<file path="src/hw/fm_mix_pkg.sv">
`default_nettype none

package fm_mix_pkg;

    localparam int OP_W            = 14; // Operator result width
    localparam int SND_W           = 16; // Sample and accumulator width
    localparam int SLOTS_PER_FRAME = 24;
    localparam int NUM_CH          = SLOTS_PER_FRAME / 4; // Four operators per channel

    // ADPCM streams replace FM data on operator 0 of these channels
    localparam logic [2:0] ADPCM_A_CH = 3'd2;
    localparam logic [2:0] ADPCM_B_CH = 3'd6;

    typedef struct packed {
        logic [2:0] cur_ch;    // 0, 1, 2, 4, 5, 6
        logic [1:0] cur_op;    // Outer loop of the frame
        logic       s1_enters;
        logic       s2_enters;
        logic       s3_enters;
        logic       s4_enters;
        logic       zero;      // First slot of the frame
    } slot_t;

    typedef struct packed {
        logic [2:0] alg;
        logic [1:0] rl;        // Bit 1 left, bit 0 right
    } chan_cfg_t;

    typedef struct packed {
        logic signed [SND_W-1:0] l;
        logic signed [SND_W-1:0] r;
    } stereo_t;

    // Algorithm 0, both sides on
    localparam chan_cfg_t CFG_RESET = '{alg: 3'd0, rl: 2'b11};

    // Channel number to register index, 3 and 7 have no register
    function automatic logic [2:0] ch_index(input logic [2:0] ch);
        case (ch)
            3'd0:    ch_index = 3'd0;
            3'd1:    ch_index = 3'd1;
            3'd2:    ch_index = 3'd2;
            3'd4:    ch_index = 3'd3;
            3'd5:    ch_index = 3'd4;
            3'd6:    ch_index = 3'd5;
            default: ch_index = 3'd0;
        endcase
    endfunction

endpackage

`default_nettype wire

</file>
<file path="src/hw/channel_regs.sv">
`timescale 1ns/1ps
`default_nettype none

module channel_regs (
    input  logic                  clk,
    input  logic                  reset,
    input  logic                  cfg_we,   // Host strobe, not tied to clk_en
    input  logic [2:0]            cfg_ch,
    input  fm_mix_pkg::chan_cfg_t cfg_data,
    input  logic [2:0]            cur_ch,
    output fm_mix_pkg::chan_cfg_t cur_cfg
);

    import fm_mix_pkg::*;

    chan_cfg_t  cfg_mem [NUM_CH]; // One entry per FM channel
    logic       cfg_valid;
    logic [2:0] wr_idx;
    logic [2:0] rd_idx;

    // Channel numbers 3 and 7 do not exist
    assign cfg_valid = (cfg_ch[1:0] != 2'b11);
    assign wr_idx    = ch_index(cfg_ch);
    assign rd_idx    = ch_index(cur_ch);

    always_ff @(posedge clk) begin
        if (reset) begin
            for (int i = 0; i < NUM_CH; i++) begin
                cfg_mem[i] <= CFG_RESET;
            end
        end else if (cfg_we && cfg_valid) begin
            cfg_mem[wr_idx] <= cfg_data; // Seen by the mixer next cycle
        end
    end

    // Current channel entry, no latency
    assign cur_cfg = cfg_mem[rd_idx];

endmodule

`default_nettype wire

</file>
<file path="src/hw/fm_mix_top.sv">
`timescale 1ns/1ps
`default_nettype none

module fm_mix_top (
    input  logic                               clk,
    input  logic                               reset,
    input  logic                               clk_en,    // Level, freezes everything when low
    input  logic                               cfg_we,
    input  logic [2:0]                         cfg_ch,
    input  fm_mix_pkg::chan_cfg_t              cfg_data,
    input  logic signed [fm_mix_pkg::OP_W-1:0] op_result, // Result of the slot shown now
    input  fm_mix_pkg::stereo_t                adpcm_a,
    input  fm_mix_pkg::stereo_t                adpcm_b,
    output fm_mix_pkg::slot_t                  slot,
    output fm_mix_pkg::stereo_t                snd
);

    import fm_mix_pkg::*;

    chan_cfg_t               cur_cfg;  // Config of the channel in slot
    stereo_t                 acc_in;
    logic                    acc_en_l;
    logic                    acc_en_r;
    logic signed [SND_W-1:0] snd_l;
    logic signed [SND_W-1:0] snd_r;

    slot_sequencer u_seq (
        .clk    ( clk    ),
        .reset  ( reset  ),
        .clk_en ( clk_en ),
        .slot   ( slot   )
    );

    channel_regs u_regs (
        .clk      ( clk         ),
        .reset    ( reset       ),
        .cfg_we   ( cfg_we      ),
        .cfg_ch   ( cfg_ch      ),
        .cfg_data ( cfg_data    ),
        .cur_ch   ( slot.cur_ch ),
        .cur_cfg  ( cur_cfg     )
    );

    mix_select u_mix (
        .slot      ( slot      ),
        .cur_cfg   ( cur_cfg   ),
        .op_result ( op_result ),
        .adpcm_a   ( adpcm_a   ),
        .adpcm_b   ( adpcm_b   ),
        .acc_in    ( acc_in    ),
        .acc_en_l  ( acc_en_l  ),
        .acc_en_r  ( acc_en_r  )
    );

    // One accumulator per side
    sat_acc u_left (
        .clk    ( clk       ),
        .reset  ( reset     ),
        .clk_en ( clk_en    ),
        .zero   ( slot.zero ),
        .add_in ( acc_in.l  ),
        .add_en ( acc_en_l  ),
        .snd    ( snd_l     )
    );

    sat_acc u_right (
        .clk    ( clk       ),
        .reset  ( reset     ),
        .clk_en ( clk_en    ),
        .zero   ( slot.zero ),
        .add_in ( acc_in.r  ),
        .add_en ( acc_en_r  ),
        .snd    ( snd_r     )
    );

    assign snd = '{l: snd_l, r: snd_r};

endmodule

`default_nettype wire

</file>
<file path="src/hw/mix_select.sv">
`timescale 1ns/1ps
`default_nettype none

module mix_select (
    input  fm_mix_pkg::slot_t                  slot,
    input  fm_mix_pkg::chan_cfg_t              cur_cfg,
    input  logic signed [fm_mix_pkg::OP_W-1:0] op_result, // Result of the slot shown now
    input  fm_mix_pkg::stereo_t                adpcm_a,
    input  fm_mix_pkg::stereo_t                adpcm_b,
    output fm_mix_pkg::stereo_t                acc_in,
    output logic                               acc_en_l,
    output logic                               acc_en_r
);

    import fm_mix_pkg::*;

    logic                    carrier;    // Operator output goes to the mix
    logic                    is_adpcm_a;
    logic                    is_adpcm_b;
    logic signed [SND_W-1:0] op_ext;     // Sign extended to sample width
    logic signed [SND_W-1:0] op_half;
    stereo_t                 a_six;
    stereo_t                 b_half;

    // ADPCM takes operator 0 of its channel
    assign is_adpcm_a = slot.s1_enters && (slot.cur_ch == ADPCM_A_CH);
    assign is_adpcm_b = slot.s1_enters && (slot.cur_ch == ADPCM_B_CH);

    assign op_ext  = {{(SND_W-OP_W){op_result[OP_W-1]}}, op_result};
    assign op_half = op_ext >>> 1;

    // Four times plus two times
    assign a_six  = '{l: (adpcm_a.l <<< 2) + (adpcm_a.l <<< 1),
                      r: (adpcm_a.r <<< 2) + (adpcm_a.r <<< 1)};
    assign b_half = '{l: $signed(adpcm_b.l) >>> 1,
                      r: $signed(adpcm_b.r) >>> 1};

    // Carrier operators per algorithm
    always_comb begin
        case (cur_cfg.alg)
            3'd0, 3'd1, 3'd2, 3'd3: carrier = slot.s4_enters;
            3'd4:                   carrier = slot.s2_enters || slot.s4_enters;
            3'd5, 3'd6:             carrier = !slot.s1_enters; // All but s1
            default:                carrier = 1'b1;
        endcase
    end

    always_comb begin
        if (is_adpcm_a) begin
            acc_in   = a_six;
            acc_en_l = 1'b1; // ADPCM ignores panning
            acc_en_r = 1'b1;
        end else if (is_adpcm_b) begin
            acc_in   = b_half;
            acc_en_l = 1'b1;
            acc_en_r = 1'b1;
        end else begin
            acc_in.l = op_half;
            acc_in.r = op_half;
            acc_en_l = carrier && cur_cfg.rl[1]; // Left enable
            acc_en_r = carrier && cur_cfg.rl[0];
        end
    end

endmodule

`default_nettype wire

</file>
<file path="src/hw/sat_acc.sv">
`timescale 1ns/1ps
`default_nettype none

module sat_acc (
    input  logic                              clk,
    input  logic                              reset,
    input  logic                              clk_en,
    input  logic                              zero,    // Frame start slot
    input  logic signed [fm_mix_pkg::SND_W-1:0] add_in,
    input  logic                              add_en,
    output logic signed [fm_mix_pkg::SND_W-1:0] snd
);

    import fm_mix_pkg::*;

    localparam logic signed [SND_W-1:0] MAX_POS = {1'b0, {(SND_W-1){1'b1}}};
    localparam logic signed [SND_W-1:0] MAX_NEG = {1'b1, {(SND_W-1){1'b0}}};

    logic signed [SND_W-1:0] sum;     // Always held inside the 16-bit range
    logic signed [SND_W:0]   sum_ext; // One guard bit
    logic signed [SND_W-1:0] sum_sat;
    logic signed [SND_W-1:0] first;

    assign sum_ext = {sum[SND_W-1], sum} + {add_in[SND_W-1], add_in};

    // Clamp when the guard bit and the sign disagree
    always_comb begin
        if (sum_ext[SND_W] != sum_ext[SND_W-1]) begin
            sum_sat = sum_ext[SND_W] ? MAX_NEG : MAX_POS;
        end else begin
            sum_sat = sum_ext[SND_W-1:0];
        end
    end

    assign first = add_en ? add_in : '0; // Opening term of a new frame

    always_ff @(posedge clk) begin
        if (reset) begin
            sum <= '0;
            snd <= '0;
        end else if (clk_en) begin
            if (zero) begin
                snd <= sum;   // Finished frame
                sum <= first;
            end else if (add_en) begin
                sum <= sum_sat;
            end
        end
    end

endmodule

`default_nettype wire

</file>
<file path="src/hw/slot_sequencer.sv">
`timescale 1ns/1ps
`default_nettype none

module slot_sequencer (
    input  logic              clk,
    input  logic              reset,
    input  logic              clk_en,
    output fm_mix_pkg::slot_t slot
);

    logic [2:0] ch_cnt; // Inner loop, skips 3 and 7
    logic [1:0] op_cnt; // Outer loop
    logic       last_ch;
    logic       skip_ch;

    assign last_ch = (ch_cnt == 3'd6);
    assign skip_ch = (ch_cnt == 3'd2); // Next would be 3

    always_ff @(posedge clk) begin
        if (reset) begin
            ch_cnt <= 3'd0;
            op_cnt <= 2'd0;
        end else if (clk_en) begin
            if (last_ch) begin
                ch_cnt <= 3'd0;
                op_cnt <= op_cnt + 2'd1; // Wraps to a new frame after op 3
            end else if (skip_ch) begin
                ch_cnt <= 3'd4;
            end else begin
                ch_cnt <= ch_cnt + 3'd1;
            end
        end
    end

    // Slot flags decoded straight from the counters
    always_comb begin
        slot.cur_ch    = ch_cnt;
        slot.cur_op    = op_cnt;
        // Operator index to entry flag, chip order s1 s3 s2 s4
        slot.s1_enters = (op_cnt == 2'd0);
        slot.s3_enters = (op_cnt == 2'd1);
        slot.s2_enters = (op_cnt == 2'd2);
        slot.s4_enters = (op_cnt == 2'd3);
        slot.zero      = (op_cnt == 2'd0) && (ch_cnt == 3'd0); // Frame start
    end

endmodule

`default_nettype wire
</file>
<file path="config.mk">
export PLATFORM = sky130hd
export DESIGN_NAME = fm_mix_top
export DESIGN_NICKNAME = d
export VERILOG_FILES = /design/src/hw/fm_mix_pkg.sv /design/src/hw/channel_regs.sv /design/src/hw/fm_mix_top.sv /design/src/hw/mix_select.sv /design/src/hw/sat_acc.sv /design/src/hw/slot_sequencer.sv
export SDC_FILE = /design/constraint.sdc
export NUM_CORES = 1
export LEC_CHECK = 0
export BUFFER_PORTS_ARGS = -buffer_cell sky130_fd_sc_hd__buf_2
export CAP_MARGIN = 20
export CORE_UTILIZATION = 45
export DETAILED_ROUTE_END_ITERATION = 8
export PLACE_DENSITY = 0.66
export REMOVE_ABC_BUFFERS = 1
export SLEW_MARGIN = 40
export SYNTH_ARGS = -nofsm -noshare
export SYNTH_HDL_FRONTEND = slang
export SYNTH_SLANG_ARGS = --single-unit
</file>
<file path="constraint.sdc">
create_clock -name clk -period 10.35 [get_ports clk]
set_clock_uncertainty 0.1 [all_clocks]
set_input_delay 0.5175 -clock clk [delete_from_list [all_inputs] [get_ports clk]]
set_output_delay 0.5175 -clock clk [all_outputs]
set_load 0.01 [all_outputs]
</file>
======== Word-level counts from Yosys, hierarchy flattened ========
Memories as Yosys holds them, arrays and structs flattened.
Index checks and enable logic that the tools add are counted.
cells by class
  $add $sub $neg .......................... 6
  equal/unequal tests ..................... 22
  muxes and demuxes ....................... 29
  reduce and logical (&&, ||, !) cells .... 20
operators by type and width
  operator                                             count
  two-way mux 16 bit                                   10
  two-way mux 32 bit                                   2
  adder 16 x 16 -> 17 bit                              2
  adder 16 bit                                         2
  one-hot mux 3 bit (5 select lines)                   2
  equality test 3 bit, second input constant           9
  equality test 3 x 2 -> 1 bit, second input constant  4
  two-way mux 1 bit                                    10
  equality test 3 x 1 -> 1 bit, second input constant  3
  two-way mux 3 bit                                    3
  AND reduction 2 bit                                  4
  logical AND 1 bit                                    6
  logical NOT 3 bit                                    2
  two-way mux 5 bit                                    1
  OR reduction 5 bit                                   1
  equality test 2 bit, second input constant           2
  nonzero test 2 bit                                   2
  OR reduction 4 bit                                   1
  adder 3 x 1 -> 3 bit, second input constant          1
  one-hot mux 1 bit (3 select lines)                   1
  adder 2 x 1 -> 2 bit, second input constant          1
  equality test 2 x 1 -> 1 bit, second input constant  1
  logical NOT 2 bit                                    1
  != test 1 bit                                        2
  other kinds (4)                                      4
storage, ports and cells
  bits in registers ....................... 69
  bits in writable memories ............... 30
  input bits .............................. 90
  output and inout port bits .............. 42
  word-level logic and storage cells ...... 84
  memories ................................ 1
memories
  name            words  width  read ports  clocked after Yosys merged registers in  wr ports  RTL line            RTL
  u_regs.cfg_mem  6      5      1           0                                        6         channel_regs.sv:16  chan_cfg_t cfg_mem [NUM_CH];

======== Longest topological paths before layout ========
Gate-level depths: netlist of run 1.
An unclocked memory read counts as a cell.
  word-level depth ........................ 11
  depth in mapped cells ................... 21
  mapped depth without buffers ............ 20

======== Modules after synthesis ========
A second synthesis of run 1 with hierarchy kept.
second synthesis, totals
  cells, all modules ...................... 987
  area total of the unflattened synthesis .. 8145.3 sq um
by module, submodules not included
  module          times used  cells an instance  area an instance (sq um)  seq. area each (sq um)
  sat_acc         2           282                2225.9                    640.6
  mix_select      1           264                1809.2                    0.0
  channel_regs    1           131                1591.5                    900.9
  slot_sequencer  1           28                 292.8                     100.1

======== Least setup slack after synthesis of run 1 ========
OpenSTA, ideal clock, no wires.
  path kind ............................... in2reg
  start ................................... input port adpcm_a[0] (netlist bit)
  end ..................................... register u_right.sum[10]
  library setup time ...................... 0.133 ns
  arrival ................................. 4.142 ns
  required time ........................... 10.117 ns
  path slack .............................. 5.975 ns
  stages .................................. 21
  cells stage by stage .................... ha_1 > inv_1 > fa_1 > nand2b_1 > a21oi_1 > nor3_1 > o31ai_1 > xnor2_1 > nand2_1 > o21ai_0 > a21oi_1 > ha_1 > nand4_1 > or2_2 > a211oi_1 > nor3_1 > nor3_1 > nor2_1 > a21boi_1 > buf_2 > a311oi_2
on the way
  cells in the longest elaborated chain, start to end .. 7
  elaborated cells between the ends (all ways) .. 9
  classes of those cells .................. 2 x add/sub; 1 x eq/ne; 6 x mux
ends and longest elaborated chain
  item                                                 RTL line                      RTL
  start, declared                                      fm_mix_top.sv:12              input fm_mix_pkg::stereo_t adpcm_a,
  adder 16 bit *                                       mix_select.sv:34              r: (adpcm_a.r <<< 2) + (adpcm_a.r <<< 1)};
  two-way mux 32 bit *                                 mix_select.sv:49              if (is_adpcm_a) begin
  adder 16 x 16 -> 17 bit                              sat_acc.sv:24                 assign sum_ext = {sum[SND_W-1], sum} + {add_in[SND_W-1], add_in};
  two-way mux 16 bit or != test 1 bit (tied branches)  sat_acc.sv:29, sat_acc.sv:28
  two-way mux 16 bit                                   sat_acc.sv:28                 if (sum_ext[SND_W] != sum_ext[SND_W-1]) begin
  two-way mux 16 bit                                   sat_acc.sv:45                 end else if (add_en) begin
  two-way mux 16 bit *                                 sat_acc.sv:42                 if (zero) begin
  end signal, assigned                                 sat_acc.sv:44                 sum <= first;
  end signal, assigned                                 sat_acc.sv:46                 sum <= sum_sat;
  end, declared                                        sat_acc.sv:19                 logic signed [SND_W-1:0] sum;
Mark *: on every way between the ends. The rest lies on a longest branch, timed or not. The select of a mux whose other input is x is not followed.
A chain may end at the register's enable or synchronous reset.

======== Final worst setup path of run 1 ========
  start ................................... input port adpcm_a[1] (netlist bit)
  end ..................................... register u_right.sum[7]
The elaborated chain is that of the path after synthesis.

==> out/qor.txt, run 1 <==
Top Ports -> 132
Initial Util -> 46.16%
CTS Hold Bufs -> 0
GRT overflow -> 0
Die H -> 132.7 um
Row Count -> 47
Seq/Total Area, Yosys -> 29.71%
Die outline width -> 132.7 um
Startpoint Class -> input pin
Cells along the critical path -> buf_2 -> ha_1 -> inv_1 -> fa_1 -> nand2b_1 -> a21oi_1 -> nor3_1 -> o31ai_1 -> xnor2_1 -> nand2_1 -> o21ai_0 -> a21oi_1 -> ha_1 -> nand4_1 -> or2_2 -> a211oi_1 -> nor3_1 -> nor3_1 -> nor2_1 -> a21boi_1 -> buf_4 -> a311oi_1
Status -> completed
Wire length on met3 -> 1256 um
Dominant synthesized flop cell -> dfxtp_1
Mean Syn Cell Area -> 8.053 um^2
Flops & latches, synth -> 99
First-pass GRT wire length -> 34220 um
WL met2 -> 9922 um
H-tree depth -> 3
Crit path max fanout -> 7
Vias -> 7274
Filler instances -> 1633
Critical path class -> in2reg
Area growth from synthesis to layout -> 14.12%
Setup tns final -> 0 ns
Post-synth EDFFs -> 30
Min-Delay Path Class -> reg2reg
Placed cell area -> 8477 um^2
Highest Clock Rate -> 195.8 MHz
Max Slew Vio Count -> 0
CTS tree -> done
Min cycle time layout -> 5.107 ns
Setup violations, final -> 0
Bufs on Longest Clock Path -> 2
Worst-Margin Slew -> 0.7740 ns
Lkg Pwr -> 3.693 nW
Multi-input logic area -> 5092 um^2
Clock Pin Slew Worst Setup and Hold Paths -> 0.07 ns
CP most frequent cell -> nor3_1
Total detailed-routing wirelength -> 21580 um
PortBufs -> 126
Iteration-0 DRC Markers -> 483
WL per Instance -> 16.81 um
HPWL after detailed placement -> 16170 um
Most common cell after layout, fill and taps aside -> nand2_1
ANT nets after route -> 0
Final nets -> 1218
Worst endpoint required time -> 10.46 ns
Clk root buf -> clkbuf_16
Synth warnings -> 0
Metal-1 WL -> 10100 um
Finished Core Util -> 52.68%
Cells after Synth -> 954
Final Hold Vio Count -> 0
PostCTS Resize Cnt -> 0
Max-slew headroom -> 47.93%
Slowest CP cell -> a21boi_1
Post-route cell area -> 8767 um^2
Synth cell types -> 71
GPL Wtd Cong -> 0.9216
Vias per inst -> 5.665
Synth Cell Area -> 7682 um^2
Largest net degree at the start of global routing -> 76
Max VDD drop -> 0.08896 mV
FF/Latch Area -> 2285 um^2
Nature of the critical path endpoint -> flop
Top routing layer in use -> met4
Asr flop ratio synth -> 0%
Initial antenna violation count -> 1
Max_cap viols -> 0
Pre-Repair DR Iteration Count -> 5
RSZ-0062 raised after global routing -> no
Post-CTS Setup Bufs -> 0
Power per Cell Area -> 150.1 nW/um^2
Sink Count -> 99
Max incr delay on CP -> 0.63 ns
DIE AREA -> 17600 um^2
Post-route DRC -> 0
Number of global-route vias before repair -> 6671
Clk Latency, worst-skew pair -> 0.35 ns
Commonest non-fill, non-tap cells in the layout -> nand2_1, buf_2, a21oi_1, nor2_1, dfxtp_1
Period Utilization, post-route -> 49.35%
Total track usage -> 24.58%
CP arrival -> 5.22 ns
Num CTS Buffers -> 9
Fin Hold WS -> 0.3527 ns
Share of cells above drive strength 1 -> 16.84%
Core area -> 16640 um^2
## critical path: cells and delay by family
| kind | cells | cell delay, ns |
|---|---|---|
| xor+xnor | 1 | 0.17 |
| compound gates | 7 | 1.72 |
| simple gates | 8 | 1.38 |
| buf+inv | 3 | 0.45 |
| fa+ha+maj | 3 | 0.97 |
## power breakdown
group	switching [mW]	internal, mW
clock network	0.150	0.168
registers	0.0309	0.439
logic	0.312	0.216
total	0.493	0.822
## kinds of logic (layout without fill, tap and decap cells)
logic type	count (synthesis)	after routing	synth area share, %
flops	99	99	29.71
other cells	0	1	0
simple gates	368	368	22.36
xor+xnor	47	47	5.358
mux	11	11	1.466
buf+inv	75	184	4.283
compound gates	284	284	25.03
fa+ha+maj	70	70	11.79
## layer usage
metal,GRT usage (%),up-vias
met5,0,-
met4,7.152,0
met3,3.027,19
met2,41.35,218
met1,32.95,3372
li1,-,3665
## final cells by class
class                           instances  area share (%)
Timing Repair Buffer                  137           8.263
Clock inverter                          5          0.3282
Sequential cell                        99           26.06
Inverter                               31           1.327
Tap cell                              220           3.140
Clock buffer                           11           2.769
Multi-Input combinational cell        780           58.08
Antenna cell                            1         0.02854
## path summary, 6_finish.rpt
check	startpoint	endpoint	slack [ns]	depth (start not counted)
max	adpcm_a[1]	u_right.sum[7]$_SDFFE_PP0P_	5.24	22
min	u_right.snd[6]$_SDFFE_PP0P_	u_right.snd[6]$_SDFFE_PP0P_	0.35	2
min reg2reg	u_right.snd[6]$_SDFFE_PP0P_	u_right.snd[6]$_SDFFE_PP0P_	0.35	2
max reg2reg	u_seq.ch_cnt[1]$_SDFFE_PP0P_	u_left.sum[9]$_SDFFE_PP0P_	5.35	13
## sequential cells by signal, summed over array words and instances, names as in the netlist
signal	flops
u_regs.cfg_mem	30
u_left.snd	16
u_left.sum	16
u_right.snd	16
u_right.sum	16
u_seq.ch_cnt	3
u_seq.op_cnt	2
## per-stage QoR
stage / setup slack [ns] / power [mW] / instances
floorplan: 5.579 / 0.8519 / 910
global placement: 4.923 / 0.9901 / 1266
detailed placement: 4.875 / 0.9969 / 1267
CTS: 5.014 / 1.313 / 1283
global route: 4.840 / 1.398 / 1283
finish: 5.243 / 1.316 / 1284
## Yosys cell counts, types with 7 or more instances
cell,count,area [um^2]
a211oi_1,15,112.6
a21o_1,19,142.6
a21oi_1,107,535.5
a22oi_1,9,67.56
a311oi_1,20,175.2
a31oi_1,9,56.30
and2_1,19,118.9
buf_2,8,40.04
clkbuf_1,23,86.33
dfxtp_1,69,1381
edfxtp_1,30,900.9
ha_1,66,825.8
inv_1,31,116.4
mux2i_1,9,90.09
nand2_1,146,548.0
nand2b_1,24,150.1
nand3_1,28,140.1
nor2_1,82,307.8
nor2b_1,13,81.33
nor3_1,18,90.09
o211ai_1,11,82.58
o21a_1,10,75.07
o21ai_0,28,140.1
o21bai_1,7,52.55
or2_2,9,56.30
xnor2_1,32,280.3
xor2_1,15,131.4
(Power assumes the default switching activity.)
==> inputs of run 2 (changes only) <==
--- a/config.mk
+++ b/config.mk
@@ -9,7 +9,7 @@
 export CAP_MARGIN = 20
 export CORE_UTILIZATION = 45
 export DETAILED_ROUTE_END_ITERATION = 8
-export PLACE_DENSITY = 0.66
+export PLACE_DENSITY = 0.69
 export REMOVE_ABC_BUFFERS = 1
 export SLEW_MARGIN = 40
 export SYNTH_ARGS = -nofsm -noshare
==> constraint.sdc (replaced) <==
create_clock -name clk -period 4.1 [get_ports clk]
set_clock_uncertainty 0.1 [all_clocks]
set_input_delay 0.205 -clock clk [delete_from_list [all_inputs] [get_ports clk]]
set_output_delay 0.205 -clock clk [all_outputs]
set_load 0.01 [all_outputs]
==> run 2 against run 1 <==
Core utilization increased by 4.5 points. Wire length increased by 6.5%. Sequential power increased to 2.5 times the previous value. Final area increased by 8.6%. Critical path type is now reg2reg. Critical endpoint is now u_left.sum[15]$_SDFFE_PP0P_.
==> out/qor.txt, run 2 (synthesis gave the netlist of run 1 again) <==
Total track usage -> 26.09% (+1.5 points)
Total detailed-routing wirelength -> 22990 um (+6.5%)
Row Count -> 47 (unchanged)
Slowest CP cell -> o41a_1
Die outline width -> 132.7 um (unchanged)
Crit path max fanout -> 10 (+3)
Worst endpoint required time -> 4.27 ns (-6.19 ns)
Max_cap viols -> 0 (unchanged)
Biggest register -> u_regs.cfg_mem
Placed Cells incl. Taps -> 1334 (+5.3%)
Vias -> 7737 (+6.4%)
Min cycle time layout -> 3.896 ns
Die H -> 132.7 um (unchanged)
WL per Instance -> 16.97 um (+0.95%)
Max-slew headroom -> 50.93% (+3.0 points)
HPWL after detailed placement -> 17210 um (+6.4%)
Commonest non-fill, non-tap cells in the layout -> nand2_1, buf_2, a21oi_1, nor2_1, buf_4
Fin Hold WS -> 0.09608 ns (-0.2566 ns)
Initial Util -> 46.16% (unchanged)
First-pass GRT wire length -> 36400 um (+6.4%)
Setup violations, final -> 0 (unchanged)
CTS tree -> done
Vias per inst -> 5.710 (+0.79%)
PnR worst setup slack -> 0.2036 ns (-5.039 ns)
Layout Cells excl Fill -> 1355 (+5.5%)
Min-Delay Path Class -> in2reg
Final Power -> 3.572 mW (+170%)
DIE AREA -> 17600 um^2 (unchanged)
Max reg flops -> 30 (unchanged)
N_diodes -> 0 (-1)
Number of global-route vias before repair -> 7281 (+9.1%)
R2R Setup Slk -> 0.20 ns (-5.15 ns)
Largest net degree at the start of global routing -> 76 (unchanged)
Core area -> 16640 um^2 (unchanged)
Power per Cell Area -> 375.2 nW/um^2 (+150%)
Area growth from synthesis to layout -> 23.94%
Final Hold Vio Count -> 0 (unchanged)
Max Slew Vio Count -> 0 (unchanged)
Cells along the critical path -> inv_1 -> ha_1 -> and2_4 -> buf_4 -> nor2_1 -> nor2_1 -> ha_1 -> o41a_1 -> a311o_1 -> o31ai_4 -> buf_4 -> nand2_1 -> a211o_1 -> a311oi_2
Startpoint Class -> flop
PortBufs -> 126 (unchanged)
Critical path class -> reg2reg
Iteration-0 DRC Markers -> 544 (+13%)
Max incr delay on CP -> 0.44 ns (-0.19 ns)
Status -> completed
Period Utilization, post-route -> 95.03%
Share of cells above drive strength 1 -> 24.93% (+8.1 points)
ANT nets after route -> 0 (unchanged)
Num CTS Buffers -> 9 (unchanged)
Clock Pin Slew Worst Setup and Hold Paths -> 0.07 ns (about the same)
Clk Latency, worst-skew pair -> 0.35 ns (about the same)
Initial antenna violation count -> 2 (+1)
Top Ports -> 132 (unchanged)
Placement Setup Slack -> -0.2970 ns (-5.172 ns)
Most common cell after layout, fill and taps aside -> nand2_1
Sink Count -> 99 (unchanged)
Pre-Repair DR Iteration Count -> 5 (unchanged)
Nature of the critical path endpoint -> flop
Clk root buf -> clkbuf_16
GRT overflow -> 0 (unchanged)
Final nets -> 1290 (+5.9%)
H-tree depth -> 3 (unchanged)
CP arrival -> 4.07 ns (-1.15 ns)
Max VDD drop -> 0.2411 mV (+170%)
Worst-Margin Slew -> 0.7336 ns (-0.04034 ns)
Bufs on Longest Clock Path -> 2 (unchanged)
Lkg Pwr -> 4.079 nW (+10%)
Highest Clock Rate -> 256.6 MHz
GPL Wtd Cong -> 0.9193 (-0.25%)
Post-route DRC -> 0 (unchanged)
==> run 2: cell count changes in the layout (fill, tap and decap cells not counted), moves of 3 or more <==
cell,delta
a31oi_4,+3
o21ai_1,+3
a21oi_1,-8
o21ai_0,-3
a21oi_2,+8
buf_4,+71
a311oi_2,+4
a311oi_1,-4
a31oi_1,-4
==> run 2: per-layer routing <==
layer,track usage [%],part of all wire (%),vias up
li1,-,-,3812
met1,34.63,45,3625
met2,42.25,45,262
met3,4.636,7.1,36
met4,9.770,2.4,2
met5,0,0.057,-
==> run 2: worst paths after layout <==
kind,endpoint,from,cells past startpoint
worst max-delay path,u_left.sum[15]$_SDFFE_PP0P_,u_seq.op_cnt[1]$_SDFFE_PP0P_,14
worst min-delay path,u_regs.cfg_mem[1][0]$_SDFFCE_PN1P_,cfg_data[0],2
worst max register to register,u_left.sum[15]$_SDFFE_PP0P_,u_seq.op_cnt[1]$_SDFFE_PP0P_,14
worst min register to register,u_right.snd[7]$_SDFFE_PP0P_,u_right.snd[7]$_SDFFE_PP0P_,2
==> run 2: repair_timing <==
item,CTS,global route
hold buffers,0,0
hold endpoints to repair,0,0
buffers inserted,0,4
setup endpoints to repair,0,31
gates resized for setup,0,48
==> run 2: critical path, delay by kind of cell (launching register included) <==
| family | cells | cell delay [ns] |
|---|---|---|
| AO/OA/AOI/OAI | 5 | 1.63 |
| flip-flops | 1 | 0.39 |
| adder cells (fa/ha/maj) | 2 | 0.48 |
| AND/OR/NAND/NOR | 4 | 0.79 |
| buffers and inverters | 3 | 0.41 |
==> run 2: layout make-up <==
cell class                      instances  area, um^2
Clock buffer                           13       260.3
Tap cell                              220       275.3
Fill cell                            1560        7121
Sequential cell                        99        2286
Clock inverter                          3       22.52
Multi-Input combinational cell        780        5294
Timing Repair Buffer                  209        1267
Inverter                               31       116.4
==> run 2: power breakdown <==
| group | total, mW | switching (mW) | internal, mW |
|---|---|---|---|
| combinational | 1.55 | 0.868 | 0.685 |
| sequential | 1.18 | 0.0769 | 1.11 |
| clock | 0.835 | 0.387 | 0.449 |
| total | 3.57 | 1.33 | 2.24 |
==> run 2: stage by stage <==
| step | setup TNS, ns | utilization [%] | area [um^2] |
|---|---|---|---|
| 5_1_grt | -0.009836 | 57.21 | 9522 |
| 2_1_floorplan | -16.45 | - | 7470 |
| 3_5_place_dp | -7.409 | 53.94 | 8977 |
| 3_3_place_gp | -5.456 | 53.94 | 8977 |
| 4_1_cts | 0 | 55.64 | 9260 |
| 6_report | 0 | 57.21 | 9522 |
